**src/design/flash_macros.svh**
```systemverilog
`ifndef FLASH_MACROS_SVH
`define FLASH_MACROS_SVH

// sys_clk cycles per SCK half period
`define FLASH_SCK_HALF 5

// SPI NOR opcodes
`define FLASH_OP_WREN 8'h06
`define FLASH_OP_PP   8'h02
`define FLASH_OP_RDSR 8'h05

// Status reads before the poller gives up
`define FLASH_POLL_MAX 64

`endif

```
**src/design/flash_pkg.sv**
```systemverilog
`default_nettype none

package flash_pkg;

    typedef logic [23:0] flash_addr_t;
    typedef logic [7:0]  flash_byte_t;
    typedef logic [31:0] wb_data_t;
    typedef logic [1:0]  reg_sel_t;    // Wishbone adr[3:2]

    localparam reg_sel_t REG_ADDR   = 2'd0;
    localparam reg_sel_t REG_DATA   = 2'd1;
    localparam reg_sel_t REG_CTRL   = 2'd2;
    localparam reg_sel_t REG_STATUS = 2'd3;

    // One chip-select frame, fields sent in this order
    typedef struct packed {
        flash_byte_t opcode;
        logic        with_addr;
        flash_addr_t addr;
        logic        with_data;
        flash_byte_t data;
        logic        read_byte;
    } spi_frame_t;

    typedef struct packed {
        logic        busy;
        logic        done;
        logic        poll_error;
        flash_byte_t last_status;
    } ctrl_status_t;

    typedef enum logic [1:0] {PP_IDLE, PP_WREN, PP_PP, PP_FINISH} pp_state_t;
    typedef enum logic [1:0] {POLL_IDLE, POLL_REQ, POLL_CHECK, POLL_GAP} poll_state_t;
    typedef enum logic [1:0] {ENG_IDLE, ENG_SHIFT, ENG_CS_GAP} eng_state_t;

endpackage

`default_nettype wire

```
**src/design/flash_wb_regs.sv**
```systemverilog
`timescale 1ns/100ps
`default_nettype none

module flash_wb_regs
    import flash_pkg::*;
(
    input  logic         sys_clk,
    input  logic         sys_rst_n,
    input  logic         wb_cyc,
    input  logic         wb_stb,
    input  logic         wb_we,
    input  reg_sel_t     wb_adr,
    input  wb_data_t     wb_dat_w,
    output wb_data_t     wb_dat_r,
    output logic         wb_ack,
    input  ctrl_status_t status,
    output flash_addr_t  prog_addr,
    output flash_byte_t  prog_data,
    output logic         start
);
    logic access;

    // New cycle seen, not yet acknowledged
    assign access = wb_cyc && wb_stb && !wb_ack;

    always_ff @(posedge sys_clk or negedge sys_rst_n) begin
        if (!sys_rst_n) begin
            wb_ack    <= 1'b0;
            wb_dat_r  <= '0;
            start     <= 1'b0;
            prog_addr <= '0;
            prog_data <= '0;
        end else begin
            wb_ack <= access;
            // Start only from an idle controller
            start  <= access && wb_we && (wb_adr == REG_CTRL) && wb_dat_w[0]
                      && !status.busy && !start;
            if (access && wb_we) begin
                case (wb_adr)
                    REG_ADDR: prog_addr <= wb_dat_w[23:0];
                    REG_DATA: prog_data <= wb_dat_w[7:0];
                    default: ;
                endcase
            end
            if (access && !wb_we) begin
                case (wb_adr)
                    REG_ADDR:   wb_dat_r <= {8'd0, prog_addr};
                    REG_DATA:   wb_dat_r <= {24'd0, prog_data};
                    REG_STATUS: wb_dat_r <= {16'd0, status.last_status, 5'd0,
                                             status.poll_error, status.done, status.busy};
                    default:    wb_dat_r <= '0;    // Control reads as zero
                endcase
            end
        end
    end

    // Start never reaches a busy controller
    a_start_only_idle: assert property (
        @(posedge sys_clk) disable iff (!sys_rst_n)
        start |-> !status.busy
    );

endmodule

`default_nettype wire

```
**src/design/flash_pp_seq.sv**
```systemverilog
`timescale 1ns/100ps
`default_nettype none

`include "flash_macros.svh"

module flash_pp_seq
    import flash_pkg::*;
(
    input  logic        sys_clk,
    input  logic        sys_rst_n,
    input  logic        start,
    input  flash_addr_t prog_addr,
    input  flash_byte_t prog_data,
    output logic        req,
    output spi_frame_t  frame,
    input  logic        frame_done,
    output logic        pp_done
);
    pp_state_t   state;
    flash_addr_t addr_q;
    flash_byte_t data_q;

    always_ff @(posedge sys_clk or negedge sys_rst_n) begin
        if (!sys_rst_n) begin
            state <= PP_IDLE;
        end else begin
            case (state)
                PP_IDLE:   if (start) state <= PP_WREN;
                PP_WREN:   if (frame_done) state <= PP_PP;
                PP_PP:     if (frame_done) state <= PP_FINISH;
                PP_FINISH: state <= PP_IDLE;
                default:   state <= PP_IDLE;
            endcase
        end
    end

    // Host may rewrite the registers once started
    always_ff @(posedge sys_clk) begin
        if (state == PP_IDLE && start) begin
            addr_q <= prog_addr;
            data_q <= prog_data;
        end
    end

    always_comb begin
        frame        = '0;
        frame.opcode = `FLASH_OP_WREN;
        if (state == PP_PP) begin
            frame.opcode    = `FLASH_OP_PP;
            frame.with_addr = 1'b1;
            frame.addr      = addr_q;
            frame.with_data = 1'b1;
            frame.data      = data_q;
        end
    end

    assign req     = (state == PP_WREN) || (state == PP_PP);
    assign pp_done = (state == PP_FINISH);

endmodule

`default_nettype wire

```
**src/design/flash_wip_poll.sv**
```systemverilog
`timescale 1ns/100ps
`default_nettype none

`include "flash_macros.svh"

module flash_wip_poll
    import flash_pkg::*;
(
    input  logic        sys_clk,
    input  logic        sys_rst_n,
    input  logic        pp_done,
    output logic        req,
    output spi_frame_t  frame,
    input  logic        frame_done,
    input  flash_byte_t rx_byte,
    output logic        poll_finish,
    output logic        timeout,
    output flash_byte_t last_status
);
    localparam int CNT_W = $clog2(`FLASH_POLL_MAX + 1);

    poll_state_t      state;
    logic [CNT_W-1:0] poll_cnt;

    always_ff @(posedge sys_clk or negedge sys_rst_n) begin
        if (!sys_rst_n) begin
            state       <= POLL_IDLE;
            poll_cnt    <= '0;
            poll_finish <= 1'b0;
            timeout     <= 1'b0;
            last_status <= '0;
        end else begin
            poll_finish <= 1'b0;
            case (state)
                POLL_IDLE: if (pp_done) begin
                    poll_cnt <= '0;
                    timeout  <= 1'b0;
                    state    <= POLL_REQ;
                end
                POLL_REQ: if (frame_done) begin
                    last_status <= rx_byte;
                    poll_cnt    <= poll_cnt + 1'b1;
                    state       <= POLL_CHECK;
                end
                POLL_CHECK: begin
                    if (!last_status[0]) begin    // WIP cleared
                        poll_finish <= 1'b1;
                        state       <= POLL_IDLE;
                    end else if (poll_cnt == CNT_W'(`FLASH_POLL_MAX)) begin
                        poll_finish <= 1'b1;
                        timeout     <= 1'b1;
                        state       <= POLL_IDLE;
                    end else begin
                        state <= POLL_GAP;
                    end
                end
                POLL_GAP: state <= POLL_REQ;      // Engine still holds cs_n high here
                default:  state <= POLL_IDLE;
            endcase
        end
    end

    assign req   = (state == POLL_REQ);
    assign frame = '{opcode: `FLASH_OP_RDSR, with_addr: 1'b0, addr: '0,
                     with_data: 1'b0, data: '0, read_byte: 1'b1};

endmodule

`default_nettype wire

```
**src/design/flash_spi_engine.sv**
```systemverilog
`timescale 1ns/100ps
`default_nettype none

`include "flash_macros.svh"

module flash_spi_engine
    import flash_pkg::*;
(
    input  logic        sys_clk,
    input  logic        sys_rst_n,
    input  logic        pp_req,
    input  spi_frame_t  pp_frame,
    output logic        pp_frame_done,
    input  logic        poll_req,
    input  spi_frame_t  poll_frame,
    output logic        poll_frame_done,
    output flash_byte_t rx_byte,
    input  logic        spi_miso,
    output logic        spi_sck,
    output logic        spi_cs_n,
    output logic        spi_mosi
);
    localparam int HALF   = `FLASH_SCK_HALF;
    localparam int TICK_W = $clog2(2 * HALF);

    eng_state_t        state;
    logic [TICK_W-1:0] tick;
    logic [5:0]        bit_cnt;
    logic [47:0]       shreg;
    logic              owner_poll;
    logic              cur_read;
    flash_byte_t       rx_shift;
    logic              grant_poll;
    spi_frame_t        grant_frame;

    // Opcode, then address, then data, left aligned
    function automatic logic [47:0] pack_frame(input spi_frame_t f);
        logic [47:0] v;
        v = {f.opcode, 40'd0};
        if (f.with_addr && f.with_data)
            v = {f.opcode, f.addr, f.data, 8'd0};
        else if (f.with_addr)
            v = {f.opcode, f.addr, 16'd0};
        else if (f.with_data)
            v = {f.opcode, f.data, 32'd0};
        return v;
    endfunction

    function automatic logic [5:0] frame_bits(input spi_frame_t f);
        return 6'd8 + (f.with_addr ? 6'd24 : 6'd0) + (f.with_data ? 6'd8 : 6'd0)
               + (f.read_byte ? 6'd8 : 6'd0);
    endfunction

    assign grant_poll  = poll_req && !pp_req;    // Sequencer wins a tie
    assign grant_frame = grant_poll ? poll_frame : pp_frame;
    assign spi_mosi    = shreg[47];
    assign rx_byte     = rx_shift;

    always_ff @(posedge sys_clk or negedge sys_rst_n) begin
        if (!sys_rst_n) begin
            state           <= ENG_IDLE;
            tick            <= '0;
            bit_cnt         <= '0;
            shreg           <= '0;
            owner_poll      <= 1'b0;
            cur_read        <= 1'b0;
            rx_shift        <= '0;
            spi_cs_n        <= 1'b1;
            spi_sck         <= 1'b0;
            pp_frame_done   <= 1'b0;
            poll_frame_done <= 1'b0;
        end else begin
            pp_frame_done   <= 1'b0;
            poll_frame_done <= 1'b0;
            case (state)
                ENG_IDLE: begin
                    tick <= '0;
                    if (pp_req || poll_req) begin
                        owner_poll <= grant_poll;
                        cur_read   <= grant_frame.read_byte;
                        bit_cnt    <= frame_bits(grant_frame);
                        shreg      <= pack_frame(grant_frame);    // Bit 7 out with cs_n
                        spi_cs_n   <= 1'b0;
                        state      <= ENG_SHIFT;
                    end
                end
                ENG_SHIFT: begin
                    if (tick == TICK_W'(HALF - 1)) begin
                        tick <= '0;
                        if (!spi_sck) begin
                            spi_sck <= 1'b1;
                            if (cur_read)
                                rx_shift <= {rx_shift[6:0], spi_miso};
                        end else begin
                            spi_sck <= 1'b0;
                            if (bit_cnt == 6'd1) begin
                                spi_cs_n        <= 1'b1;
                                shreg           <= '0;
                                pp_frame_done   <= !owner_poll;
                                poll_frame_done <= owner_poll;
                                state           <= ENG_CS_GAP;
                            end else begin
                                shreg   <= {shreg[46:0], 1'b0};
                                bit_cnt <= bit_cnt - 6'd1;
                            end
                        end
                    end else begin
                        tick <= tick + 1'b1;
                    end
                end
                ENG_CS_GAP: begin
                    // Deselect time between frames
                    if (tick == TICK_W'(2 * HALF - 1)) begin
                        tick  <= '0;
                        state <= ENG_IDLE;
                    end else begin
                        tick <= tick + 1'b1;
                    end
                end
                default: state <= ENG_IDLE;
            endcase
        end
    end

    // Each done goes to a requester still waiting
    a_pp_done_to_req: assert property (
        @(posedge sys_clk) disable iff (!sys_rst_n)
        pp_frame_done |-> pp_req
    );

    a_poll_done_to_req: assert property (
        @(posedge sys_clk) disable iff (!sys_rst_n)
        poll_frame_done |-> poll_req
    );

    a_sck_idle_low: assert property (
        @(posedge sys_clk) disable iff (!sys_rst_n)
        spi_cs_n |-> !spi_sck
    );

endmodule

`default_nettype wire

```
**src/design/flash_ctrl_top.sv**
```systemverilog
`timescale 1ns/100ps
`default_nettype none

module flash_ctrl_top
    import flash_pkg::*;
(
    input  logic     sys_clk,
    input  logic     sys_rst_n,
    input  logic     wb_cyc,
    input  logic     wb_stb,
    input  logic     wb_we,
    input  reg_sel_t wb_adr,
    input  wb_data_t wb_dat_w,
    output wb_data_t wb_dat_r,
    output logic     wb_ack,
    output logic     spi_sck,
    output logic     spi_cs_n,
    output logic     spi_mosi,
    input  logic     spi_miso
);
    ctrl_status_t status;
    flash_addr_t  prog_addr;
    flash_byte_t  prog_data;
    flash_byte_t  rx_byte;
    flash_byte_t  last_status;
    spi_frame_t   pp_frame;
    spi_frame_t   poll_frame;
    logic         start;
    logic         pp_req;
    logic         pp_frame_done;
    logic         pp_done;
    logic         poll_req;
    logic         poll_frame_done;
    logic         poll_finish;
    logic         poll_timeout;
    logic         busy;
    logic         done;
    logic         poll_error;

    // Busy spans start to the last status read
    always_ff @(posedge sys_clk or negedge sys_rst_n) begin
        if (!sys_rst_n) begin
            busy       <= 1'b0;
            done       <= 1'b0;
            poll_error <= 1'b0;
        end else if (start) begin
            busy       <= 1'b1;
            done       <= 1'b0;
            poll_error <= 1'b0;
        end else if (poll_finish) begin
            busy       <= 1'b0;
            done       <= 1'b1;
            poll_error <= poll_timeout;
        end
    end

    assign status = '{busy: busy, done: done, poll_error: poll_error, last_status: last_status};

    flash_wb_regs i_regs (
        .sys_clk, .sys_rst_n,
        .wb_cyc, .wb_stb, .wb_we, .wb_adr, .wb_dat_w, .wb_dat_r, .wb_ack,
        .status, .prog_addr, .prog_data, .start
    );

    flash_pp_seq i_seq (
        .sys_clk, .sys_rst_n, .start, .prog_addr, .prog_data,
        .req(pp_req), .frame(pp_frame), .frame_done(pp_frame_done), .pp_done
    );

    flash_wip_poll i_poll (
        .sys_clk, .sys_rst_n, .pp_done,
        .req(poll_req), .frame(poll_frame), .frame_done(poll_frame_done), .rx_byte,
        .poll_finish, .timeout(poll_timeout), .last_status
    );

    flash_spi_engine i_engine (
        .sys_clk, .sys_rst_n,
        .pp_req, .pp_frame, .pp_frame_done,
        .poll_req, .poll_frame, .poll_frame_done, .rx_byte,
        .spi_miso, .spi_sck, .spi_cs_n, .spi_mosi
    );

endmodule

`default_nettype wire

```
**config.mk**
```make
export PLATFORM = sky130hd
export DESIGN_NAME = flash_ctrl_top
export DESIGN_NICKNAME = d
export VERILOG_FILES = /design/src/design/flash_pkg.sv /design/src/design/flash_wb_regs.sv /design/src/design/flash_pp_seq.sv /design/src/design/flash_wip_poll.sv /design/src/design/flash_spi_engine.sv /design/src/design/flash_ctrl_top.sv
export VERILOG_INCLUDE_DIRS = /design/src /design/src/design
export SDC_FILE = /design/constraint.sdc
export NUM_CORES = 1
export LEC_CHECK = 0
export ABC_AREA = 1
export BUFFER_PORTS_ARGS = -buffer_cell sky130_fd_sc_hd__buf_2
export CORE_MARGIN = 2
export CORE_UTILIZATION = 30
export CTS_CLUSTER_SIZE = 10
export DETAILED_ROUTE_END_ITERATION = 16
export GPL_TIMING_DRIVEN = 0
export PLACE_DENSITY_LB_ADDON = 0.1
export SLEW_MARGIN = 20
export SYNTH_ARGS = -nofsm -noshare
export SYNTH_HDL_FRONTEND = slang
export SYNTH_SLANG_ARGS = --single-unit
```
**constraint.sdc**
```tcl
create_clock -name sys_clk -period 1.9 [get_ports sys_clk]
set_input_delay 0.19 -clock sys_clk [delete_from_list [all_inputs] [get_ports sys_clk]]
set_output_delay 0.19 -clock sys_clk [all_outputs]
set_load 0.1 [all_outputs]
```
==> results of run 1 <==
==> registers in the layout, indices dropped and copies added (netlist names), 8 cells and up <==
| name | cells |
|---|---|
| i_engine.shreg | 40 |
| i_regs.prog_addr | 24 |
| i_regs.wb_dat_r | 24 |
| i_seq.addr_q | 24 |
| i_engine.rx_byte | 8 |
| i_poll.last_status | 8 |
| i_regs.prog_data | 8 |
| i_seq.data_q | 8 |
==> final timing paths <==
check                      depth (start not counted)                   end        startpoint  slack, ps
max                                               10    i_engine.shreg[41]  i_engine.tick[1]        120
min reg2reg                                        1          i_regs.start              busy        420
min in group asynchronous                          2    i_poll.poll_cnt[1]         sys_rst_n        320
max in group asynchronous                          3   i_regs.wb_dat_r[20]         sys_rst_n        750
min                                                3  i_regs.prog_addr[23]      wb_dat_w[23]         10
max reg2reg                                       10    i_engine.shreg[41]  i_engine.tick[1]        120
==> cell families (layout without fill, tap and decap cells) <==
kind of cell               count (synthesis)  after routing  share of synthesized area, %
adders and majority gates                 19             19                         3.072
xor gates and xnor gates                   2              2                        0.2264
DFF                                      179            179                         59.97
buffers and inverters                    119            230                         6.645
other                                      1              9                       0.04846
and+or+nand+nor                          410            410                         22.75
AOI/OAI and AO/OA                        104            104                         7.292
==> final cells by class <==
| class | instances | area share [%] |
|---|---|---|
| sequential | 179 | 49.67 |
| tap | 330 | 4.418 |
| antenna | 1 | 0.02678 |
| timing repair buffer | 80 | 5.516 |
| inverter | 80 | 3.253 |
| buffer | 38 | 2.557 |
| clock inverter | 13 | 1.272 |
| multi-input combinational | 543 | 28.54 |
| clock buffer | 19 | 4.740 |
==> stage by stage <==
step           setup WS, ps  TNS, ps  cell area [µm²]  power (W)
2_1_floorplan         3.721        0             7766   0.007868
3_3_place_gp          -2170  -287670             8474   0.008931
3_5_place_dp         -203.9    -6034             8512   0.008943
4_1_cts               16.82        0             9199    0.01259
5_1_grt              -2.825   -2.825             9345    0.01367
6_report              123.8        0             9345    0.01278
==> synthesized netlist by cell type (all sizes together) <==
library cell  instances
buf                  22
dfrtp               146
nand3               102
nor2                 36
a21oi                19
xor2                  1
nand4                10
nor3                  4
a22o                  9
conb                  1
or2                   1
o21ai                73
inv                  79
xnor2                 1
clkbuf               17
dfstp                 1
edfxtp               32
clkinv                1
ha                   19
nor4                  2
o22ai                 1
nand2               254
nand3b                1
a21boi                1
o31ai                 1
==> where the power goes <==
| part | internal (W) | switching, W | leakage, nW |
|---|---|---|---|
| Sequential | 0.00459 | 0.000497 | 2.24 |
| Combinational | 0.00143 | 0.00283 | 2.07 |
| Clock | 0.00177 | 0.00166 | 0.280 |
| Total | 0.00779 | 0.00498 | 4.59 |
==> worst reg2reg max path, delay by kind of cell, from the launching register on <==
kind / cells / cell delay (ps)
and+or+nand+nor: 5 / 570
DFF: 1 / 420
buffers and inverters: 3 / 390
AOI/OAI and AO/OA: 1 / 200
adders and majority gates: 1 / 150
==> per-layer routing <==
| metal | GRT usage (%) | share of wire, % | vias up | wire, µm |
|---|---|---|---|---|
| li1 | - | - | 2916 | - |
| met4 | 4.032 | 1.1 | 0 | 211 |
| met3 | 2.637 | 2.5 | 12 | 484 |
| met5 | 0 | 0 | - | 0 |
| met2 | 22.29 | 45 | 80 | 8495 |
| met1 | 22.41 | 52 | 2773 | 9808 |
==> what timing repair did <==
action                                  CTS  global route
buffers inserted                          8             7
pin swaps                                 3             4
gates resized for setup                   9            27
endpoints found under the hold margin    84             0
hold buffers                              4             0
endpoints found under the setup margin   62            88
cloned                                    0             1
==> reports/qor.yml, run 1 <==
finish:
  n_fill_cell: 2630
  utilization_pct: 37.00
  final_cell_mix: "nand2_1 (253), dfrtp_1 (145), nand3_1 (99)"
  final_common_cell: "nand2_1"
  drive_gt1_share_pct: 17.02
  finalNonFillerCells: 1283
  seqCellArea_um2: 4642
  multi_input_area_um2: 2668
  nets: 998
  area_delta_synth_final_pct: 20.76
placed_design:
  dp.cells: 1231
  io_buffer_count: 59
  dpl.hpwl_um: 13590
  gp_congestion: 0.7241
worst_setup_path:
  cp.required_ps: 2260
  path_class: "flop to flop"
  cpPeakStageDelay_ps: 420
  critPathBufInv: 3
  crit_family: "simple AND/OR/NAND/NOR gates"
  worst_setup_path_start_kind: "flop"
  cp_cell_sequence: "inv_1, ha_1, nand2_1, o21ai_4, nand3_4, nor2_4, buf_6, buf_6, nand2_1, nand3_1"
  crit_fanout: 10
  cp_data_arrival_time_ps: 2130
  worst_setup_path_end_kind: "flop"
  cp_slowest_cell: "dfrtp_1"
drt:
  first_iter_violations: 256
  post_drt_wl_per_cell_um: 14.81
  avgViaCountPerCell: 4.506
  drt_wl_total_um: 19000
  drc: 0
  dr.pass1.iters: 4
  drtAntennaViolNets: 0
  vias: 5781
clock_network:
  cts_tree: "done"
  ctsHtreeMaxLevel: 4
  max-clock-path-buffers: 2
  cts_buffers: 17
  clock-root-buffer: "clkbuf_16"
  clock_latency_ps: 430
  cts.sinks: 179
  clk_pin_slew_ps: 70
sta:
  report.final.slew_viol_count: 0
  finalCritPeriodShare_pct: 93.48
  max_slew_margin_pct: 54.24
  worstMarginPinSlew_ps: 686.4
  period_minus_slack_ps: 1776
  hold_viol_final: 0
  setup_viol: 0
  fin_skew_ps: 18.79
  max_freq_mhz: 563.0
  hold_slack_ps: 14.90
floorplan:
  pin_count: 76
  core_area_um2: 25250
  dieArea_um2: 27100
  die_y_um: 164.6
  row_count: 58
  die_x_um: 164.6
  start_util_pct: 30.64
logic_synthesis:
  postSynthAreaPerCell_um2: 9.279
  ys_types: 34
  synth.top_cells.by_area: "dfrtp_1 (47%), edfxtp_1 (12%), nand2_1 (12%)"
  ys_ff_latch: 179
  syn_area_um2: 7739
  synthCells: 834
  ys_seq_area_share_pct: 59.97
  synth_top_area_share_pct: 47.21
  synth_warnings: 0
  synth_top_cell_by_area: "dfrtp_1"
global_route:
  antenna_found_initial: 1
  grt_start_max_net_pins: 84
  grt_usage_pct: 14.98
  grt.overflow.total: 0
  grt_pass1_vias: 5616
  grt_pass1_wl_um: 31400
worst_hold_path:
  holdCritPathClass: "input pin to flop"
run_status:
  status: "finished clean"
pwr:
  p_leak_nw: 4.588
  vdd_drop_max_v: 0.0005045
  powerDensity_nw_per_um2: 1367
job:
  max-cap-violations: 0
Note: power is estimated with default switching activity, not from simulation.
==> inputs of run 2 (changes only) <==
--- a/config.mk
+++ b/config.mk
@@ -6,7 +6,6 @@
 export SDC_FILE = /design/constraint.sdc
 export NUM_CORES = 1
 export LEC_CHECK = 0
-export ABC_AREA = 1
 export BUFFER_PORTS_ARGS = -buffer_cell sky130_fd_sc_hd__buf_2
 export CORE_MARGIN = 2
 export CORE_UTILIZATION = 30
==> run 2 against run 1 <==
The run now ends with setup timing left. Register-to-register slack worse by 300 ps. Combinational power up 2%. Clock power up 2%. Critical path type unchanged.
==> reports/qor.yml, run 2 <==
run_status:
  status: "finished with violations"
  violations: "setup timing"
drt:
  drtAntennaViolNets: 0  # unchanged
  dr.pass1.iters: 6  # +2
  avgViaCountPerCell: 4.804  # +6.6%
  post_drt_wl_per_cell_um: 16.64  # +12%
  vias: 5414  # -6.3%
  drt_wl_total_um: 18760  # -1.3%
  wl_met2_um: 9245  # +8.8%
  drc: 0  # unchanged
  met3WireLength_um: 548  # +13%
  first_iter_violations: 273  # +6.6%
  top_layer_used: "met4"
  met1Wirelength_um: 8796  # -10%
floorplan:
  start_util_pct: 30.67  # about the same
  die_x_um: 164.7  # about the same
  dieArea_um2: 27120  # about the same
  die_y_um: 164.7  # about the same
  row_count: 58  # unchanged
  pin_count: 76  # unchanged
  core_area_um2: 25250  # unchanged
logic_synthesis:
  post-synth-top-count-cell: "dfrtp_1"
  synth_commonest_cells: "dfrtp_1 (146), nor2_1 (79), nand2_1 (75)"
  synth_async_sr_flop_share_pct: 82.12  # unchanged
  synthCells: 649  # -22%
  postSynthAreaPerCell_um2: 11.93  # +29%
  syn_area_um2: 7745  # about the same
  synth.top_cells.by_area: "dfrtp_1 (47%), edfxtp_1 (12%), a221o_1 (4.3%)"
  ys_seq_area_share_pct: 59.92  # about the same
  synth_top_cell_by_area: "dfrtp_1"
  synth_top_area_share_pct: 47.17  # about the same
  ys_types: 57  # +68%
  synth_warnings: 0  # unchanged
  synth_edf_count: 32  # unchanged
  ys_ff_latch: 179  # unchanged
  ys.flop_type: "dfrtp_1"
pwr:
  power_frac_clock_pct: 27.3  # +0.5 points
  combPwrFrac_pct: 34.1  # +0.8 points
  p_sw_share_pct: 37.62  # -1.4 points
  seqPwrFrac_pct: 38.6  # -1.2 points
  p_sw_w: 0.004810  # -3.5%
  total_power_w: 0.01279  # about the same
  p_int_w: 0.007977  # +2.4%
  vdd_drop_max_v: 0.0005610  # +11%
  p_leak_nw: 4.405  # -4.0%
  powerDensity_nw_per_um2: 1288  # -5.8%
finish:
  area_delta_synth_final_pct: 28.16
  drive_gt1_share_pct: 28.23  # +11 points
  fin_area_um2: 9926  # +6.2%
  final_cell_mix: "dfrtp_1 (144), nor2_1 (77), nand2_1 (72)"
  final_common_cell: "dfrtp_1"
  diodes: 0  # -1
  largest_reg_flops: 40  # unchanged
  utilization_pct: 39.30  # +2.3 points
  largest-register: "i_engine.shreg"
  nets: 843  # -16%
clock_network:
  ctsHtreeMaxLevel: 4  # unchanged
  max-clock-path-buffers: 2  # unchanged
  cts.sinks: 179  # unchanged
  clock-root-buffer: "clkbuf_16"
  cts_buffers: 17  # unchanged
  clk_pin_slew_ps: 70  # about the same
  cts_tree: "done"
  clock_latency_ps: 430  # about the same
sta:
  setup_viol: 39  # +39
  max_freq_mhz: 482.5  # -14%
  max_slew_margin_pct: 51.29  # -2.9 points
  worstMarginPinSlew_ps: 730.6  # +44.24 ps
  setup_tns_ps: -5338  # -5338 ps
  hold_slack_ps: 17.06  # +2.159 ps
  report.final.slew_viol_count: 0  # unchanged
  finalCritPeriodShare_pct: 109.1  # +16 points
  rsz0062_at_grt: "yes"
  setup_slack_ps: -172.5  # -296.3 ps
  hold_viol_final: 0  # unchanged
  period_minus_slack_ps: 2072  # +296.3 ps
  fin_skew_ps: 16.45  # -2.342 ps
placed_design:
  gp_congestion: 0.7813  # +7.9%
  dpl.hpwl_um: 12830  # -5.6%
  place_area_um2: 8628  # +1.4%
  io_buffer_count: 59  # unchanged
worst_hold_path:
  min-delay-start: "wb_dat_w[11]"
  min_to: "i_regs.prog_addr[11]"
  holdCritPathClass: "input pin to flop"
  whs_path_depth: 2  # -1
global_route:
  grt.overflow.total: 0  # unchanged
  antenna_found_initial: 0  # -1
  grt_pass1_wl_um: 30370  # -3.3%
  grt_usage_pct: 14.43  # -0.55 points
  grt_start_max_net_pins: 92  # +9.5%
  grt_pass1_vias: 5642  # +0.46%
job:
  max-cap-violations: 0  # unchanged
worst_setup_path:
  cp.required_ps: 2210  # -50 ps
  r2r_slack_ps: -170  # -300 ps
  path_class: "flop to flop"
  worst_setup_path_end_kind: "flop"
  ff2ff_path_depth: 9  # -1
  worst_setup_path_start_kind: "flop"
  crit_fanout: 5  # -5
  timing.rr.start: "i_engine.state[0]"
  timing.rr.end: "i_engine.shreg[15]"
  cp_data_arrival_time_ps: 2380  # +250 ps
## run 2: changes by cell type after synthesis, moves of 12 or more
cell,delta
mux2_2,+23
inv_1,-61
o21ai_0,-62
a21oi_1,-12
nand3_1,-82
nor2_1,+47
mux2_1,+29
nand2_1,-179
a221o_1,+33
## run 2: cell type report
| class | count | area, µm² |
|---|---|---|
| plain buffers | 41 | 304.0 |
| clock buffers | 17 | 425.4 |
| clock inverters | 15 | 168.9 |
| fillers | 2484 | 15330 |
| inverters | 17 | 67.56 |
| multi-input cells | 417 | 3080 |
| flip-flops and latches | 179 | 4648 |
| well taps | 330 | 412.9 |
| repair buffers | 111 | 818.3 |
## run 2: timing repair
item                       CTS  global route
hold endpoints to repair    80             0
pin swaps                    7            14
setup endpoints to repair  105            72
gates cloned                 0             3
resized for setup           41            46
hold buffers                21             0
buffers inserted            16            11
## run 2: kinds of logic after synthesis
| family | count (synthesis) | synth area share [%] |
|---|---|---|
| adders and majority gates | 19 | 3.069 |
| AOI/OAI and AO/OA | 101 | 10.60 |
| other | 1 | 0.04842 |
| muxes | 62 | 8.853 |
| buffers and inverters | 61 | 3.732 |
| and+or+nand+nor | 221 | 13.21 |
| DFF | 179 | 59.92 |
| xor gates and xnor gates | 5 | 0.5654 |
## run 2: layer usage
| metal | up-vias | track usage (%) |
|---|---|---|
| li1 | 2587 | - |
| met1 | 2724 | 19.33 |
| met2 | 93 | 24.06 |
| met3 | 10 | 3.089 |
| met4 | 0 | 3.241 |
| met5 | - | 0 |
## run 2: critical path, stage by stage (launching register included)
cell      delay, ps
dfrtp_1         400
inv_2           100
ha_4            160
or3b_4          390
buf_4           170
o211ai_4        120
buf_4           190
buf_4           130
nor2_1           50
a221o_1         250
## run 2: worst max path at each step
stage / start / to / slack [ps] / depth (start not counted)
6_report: i_engine.state[0] / i_engine.shreg[15] / -170 / 9
4_1_cts: i_seq.state[1] / i_engine.shreg[41] / -310 / 9
3_5_place_dp: i_engine.state[1] / i_engine.shreg[31] / -810 / 8
3_3_place_gp: sys_rst_n / i_regs.wb_ack / -2160 / 1
5_1_grt: i_engine.state[0] / i_engine.shreg[34] / -240 / 9
2_1_floorplan: i_seq.state[0] / i_engine.shreg[38] / -330 / 10
## run 2: power by group through the flow
stage / clock network (W) / registers, W / logic, W
floorplan: 0 / 0.00558 / 0.00206
global placement: 0 / 0.00497 / 0.00351
detailed placement: 0 / 0.00499 / 0.00357
CTS: 0.00360 / 0.00490 / 0.00401
global route: 0.00377 / 0.00502 / 0.00475
finish: 0.00349 / 0.00493 / 0.00436
## run 2: per-stage QoR
stage          std cells  setup slack [ps]
3_3_place_gp        1045             -2156
6_report            1127            -172.5
5_1_grt             1127            -240.6
2_1_floorplan        656            -333.8
4_1_cts             1115            -306.8
3_5_place_dp        1047            -805.9
==> inputs of run 3 (changes only) <==
--- a/config.mk
+++ b/config.mk
@@ -17,3 +17,4 @@
 export SYNTH_ARGS = -nofsm -noshare
 export SYNTH_HDL_FRONTEND = slang
 export SYNTH_SLANG_ARGS = --single-unit
+export TNS_END_PERCENT = 50
==> run 3 against run 2 <==
The run still ends with setup timing left. Via count is 1.1% lower. Worst hold slack improved by 14 ps. Final area is 1.8% lower. Total power down 1.3%. Wire length fell by 2.8%. Critical path depth unchanged. Clock skew is 6.0 ps lower. Combinational power fell by 3%. Fmax shrank 5.3%. Largest power group unchanged.
==> reports/qor.yml, run 3 (same netlist as run 2, synthesis figures left out) <==
worst_setup_path:
  path_class: "flop to flop"
  cp_slowest_cell: "dfrtp_1"
  cp_data_arrival_time_ps: 2490  # +110 ps
  worst_setup_path_start_kind: "flop"
  crit_fanout: 7  # +2
  cp.required_ps: 2200  # about the same
  worst_setup_path_end_kind: "flop"
  cp_cell_sequence: "inv_2, ha_4, or3b_1, buf_6, and2_4, nor3b_4, buf_6, buf_12, a221o_1"
  cp_common_cell: "buf_6"
  r2r_slack_ps: -290  # -120 ps
  cpPeakStageDelay_ps: 400  # about the same
placed_design:
  io_buffer_count: 59  # unchanged
  dpl_worst_slack_ps: -815.0  # -9.044 ps
  dpl.hpwl_um: 12650  # -1.4%
  gp_congestion: 0.7863  # +0.64%
clock_network:
  cts_buffers: 17  # unchanged
  clk_pin_slew_ps: 70  # about the same
  clock-root-buffer: "clkbuf_16"
  clock_latency_ps: 430  # about the same
  max-clock-path-buffers: 2  # unchanged
  cts.sinks: 179  # unchanged
  cts_tree: "done"
  ctsHtreeMaxLevel: 4  # unchanged
finish:
  utilization_pct: 38.60  # -0.70 points
  nets: 833  # -1.2%
  drive_gt1_share_pct: 26.30  # -1.9 points
  diodes: 0  # unchanged
  largest_reg_flops: 40  # unchanged
  largest-register: "i_engine.shreg"
  final_common_cell: "dfrtp_1"
  n_fill_cell: 2464  # -0.81%
  area_delta_synth_final_pct: 25.88
  final_cell_mix: "dfrtp_1 (143), nor2_1 (77), nand2_1 (72)"
floorplan:
  die_y_um: 164.7  # unchanged
  dieArea_um2: 27120  # unchanged
  core_area_um2: 25250  # unchanged
  die_x_um: 164.7  # unchanged
  pin_count: 76  # unchanged
  row_count: 58  # unchanged
  start_util_pct: 30.67  # unchanged
pwr:
  p_sw_w: 0.004650  # -3.3%
  powerDensity_nw_per_um2: 1295  # +0.53%
  seqPwrFrac_pct: 39.2  # +0.6 points
  p_leak_nw: 4.333  # -1.6%
  total_power_w: 0.01263  # -1.3%
  power_frac_clock_pct: 27.5  # +0.2 points
  combPwrFrac_pct: 33.3  # -0.8 points
  vdd_drop_max_v: 0.0007384  # +32%
  p_sw_share_pct: 36.82  # -0.79 points
  p_int_w: 0.007978  # about the same
drt:
  avgViaCountPerCell: 4.796  # -0.17%
  first_iter_violations: 297  # +8.8%
  dr.pass1.iters: 4  # -2
  vias: 5357  # -1.1%
  drtAntennaViolNets: 0  # unchanged
  drt_wl_total_um: 18240  # -2.8%
  drc: 0  # unchanged
  post_drt_wl_per_cell_um: 16.33  # -1.9%
global_route:
  grt_pass1_vias: 5473  # -3.0%
  grt.overflow.total: 0  # unchanged
  grt_usage_pct: 14.38  # -0.043 points
  antenna_found_initial: 0  # unchanged
  grt_pass1_wl_um: 30100  # -0.91%
  grt_start_max_net_pins: 91  # -1.1%
sta:
  finalCritPeriodShare_pct: 115.2  # +6.1 points
  max_freq_mhz: 456.8  # -5.3%
  setup_viol: 41  # +5.1%
  max_slew_margin_pct: 49.57  # -1.7 points
  hold_viol_final: 0  # unchanged
  report.final.slew_viol_count: 0  # unchanged
  rsz0062_at_grt: "yes"
  period_minus_slack_ps: 2189  # +116.6 ps
  worstMarginPinSlew_ps: 756.5  # +25.91 ps
  fin_skew_ps: 10.41  # -6.045 ps
  setup_slack_ps: -289.1  # -116.6 ps
run_status:
  violations: "setup timing"
  status: "finished with violations"
job:
  max-cap-violations: 0  # unchanged
worst_hold_path:
  holdCritPathClass: "input pin to flop"
run 3: changes by cell type in the layout (fill, tap and decap cells not counted), moves of 4 or more:
cell      delta
mux2_4       -5
buf_4        -5
clkinv_8     -5
mux2_1       +4
run 3: metrics by stage:
step | hold WS [ps] | area (µm²) | std cells | setup TNS, ps
finish | 31.06 | 9749 | 1117 | -8063
floorplan | -105.6 | 7807 | 656 | -10400
CTS | 0.4779 | 9637 | 1110 | -10530
detailed placement | 157.9 | 8554 | 1046 | -42470
global route | 16.79 | 9749 | 1117 | -10980
global placement | 406.4 | 8516 | 1045 | -276940
run 3: timing repair:
item,CTS,global route
pin swaps,7,13
hold buffers,19,0
setup endpoints to repair,102,91
gates resized for setup,48,31
gates cloned,1,0
endpoints found under the hold margin,75,0
setup buffers,13,8
run 3: layout make-up:
type                       count  area, µm²  share of cell area (%)
buffer                        43      296.5                   3.042
timing repair buffer         100      734.5                   7.533
clock buffer                  19      475.5                   4.877
clock inverter                13      110.1                   1.129
multi-input combinational    416       3009                   30.87
sequential                   179       4647                   47.66
tap                          330      412.9                   4.235
inverter                      17      63.81                  0.6545
run 3: worst paths after layout:
path | depth (start not counted) | from | end
worst max-delay path | 9 | i_seq.state[1] | i_engine.shreg[10]
worst min-delay path | 2 | wb_dat_w[7] | i_regs.prog_data[7]
worst max register to register | 9 | i_seq.state[1] | i_engine.shreg[10]
worst min register to register | 2 | i_regs.wb_dat_r[17] | i_regs.wb_dat_r[17]
max in group asynchronous | 3 | sys_rst_n | i_regs.prog_addr[22]
min in group asynchronous | 2 | sys_rst_n | i_poll.poll_cnt[3]
run 3: worst max-delay path: cells and delay by family (launching register included):
| kind | cells | cell delay, ps |
|---|---|---|
| simple gates | 3 | 660 |
| buf+inv | 4 | 490 |
| fa+ha+maj | 1 | 210 |
| compound gates | 1 | 310 |
| flops | 1 | 400 |
run 3: power groups by stage:
stage / sequential, W / clock [W] / combinational [W]
after floorplan: 0.00557 / 0 / 0.00203
after global placement: 0.00500 / 0 / 0.00349
after detailed placement: 0.00502 / 0 / 0.00355
after CTS: 0.00495 / 0.00358 / 0.00401
after global routing: 0.00503 / 0.00374 / 0.00463
final: 0.00495 / 0.00347 / 0.00421
run 3: per-layer routing:
metal | global-route usage [%] | part of all wire (%)
met3 | 2.386 | 3.4
met4 | 5.138 | 1.4
met5 | 0 | 0
met2 | 22.21 | 46
met1 | 20.43 | 49
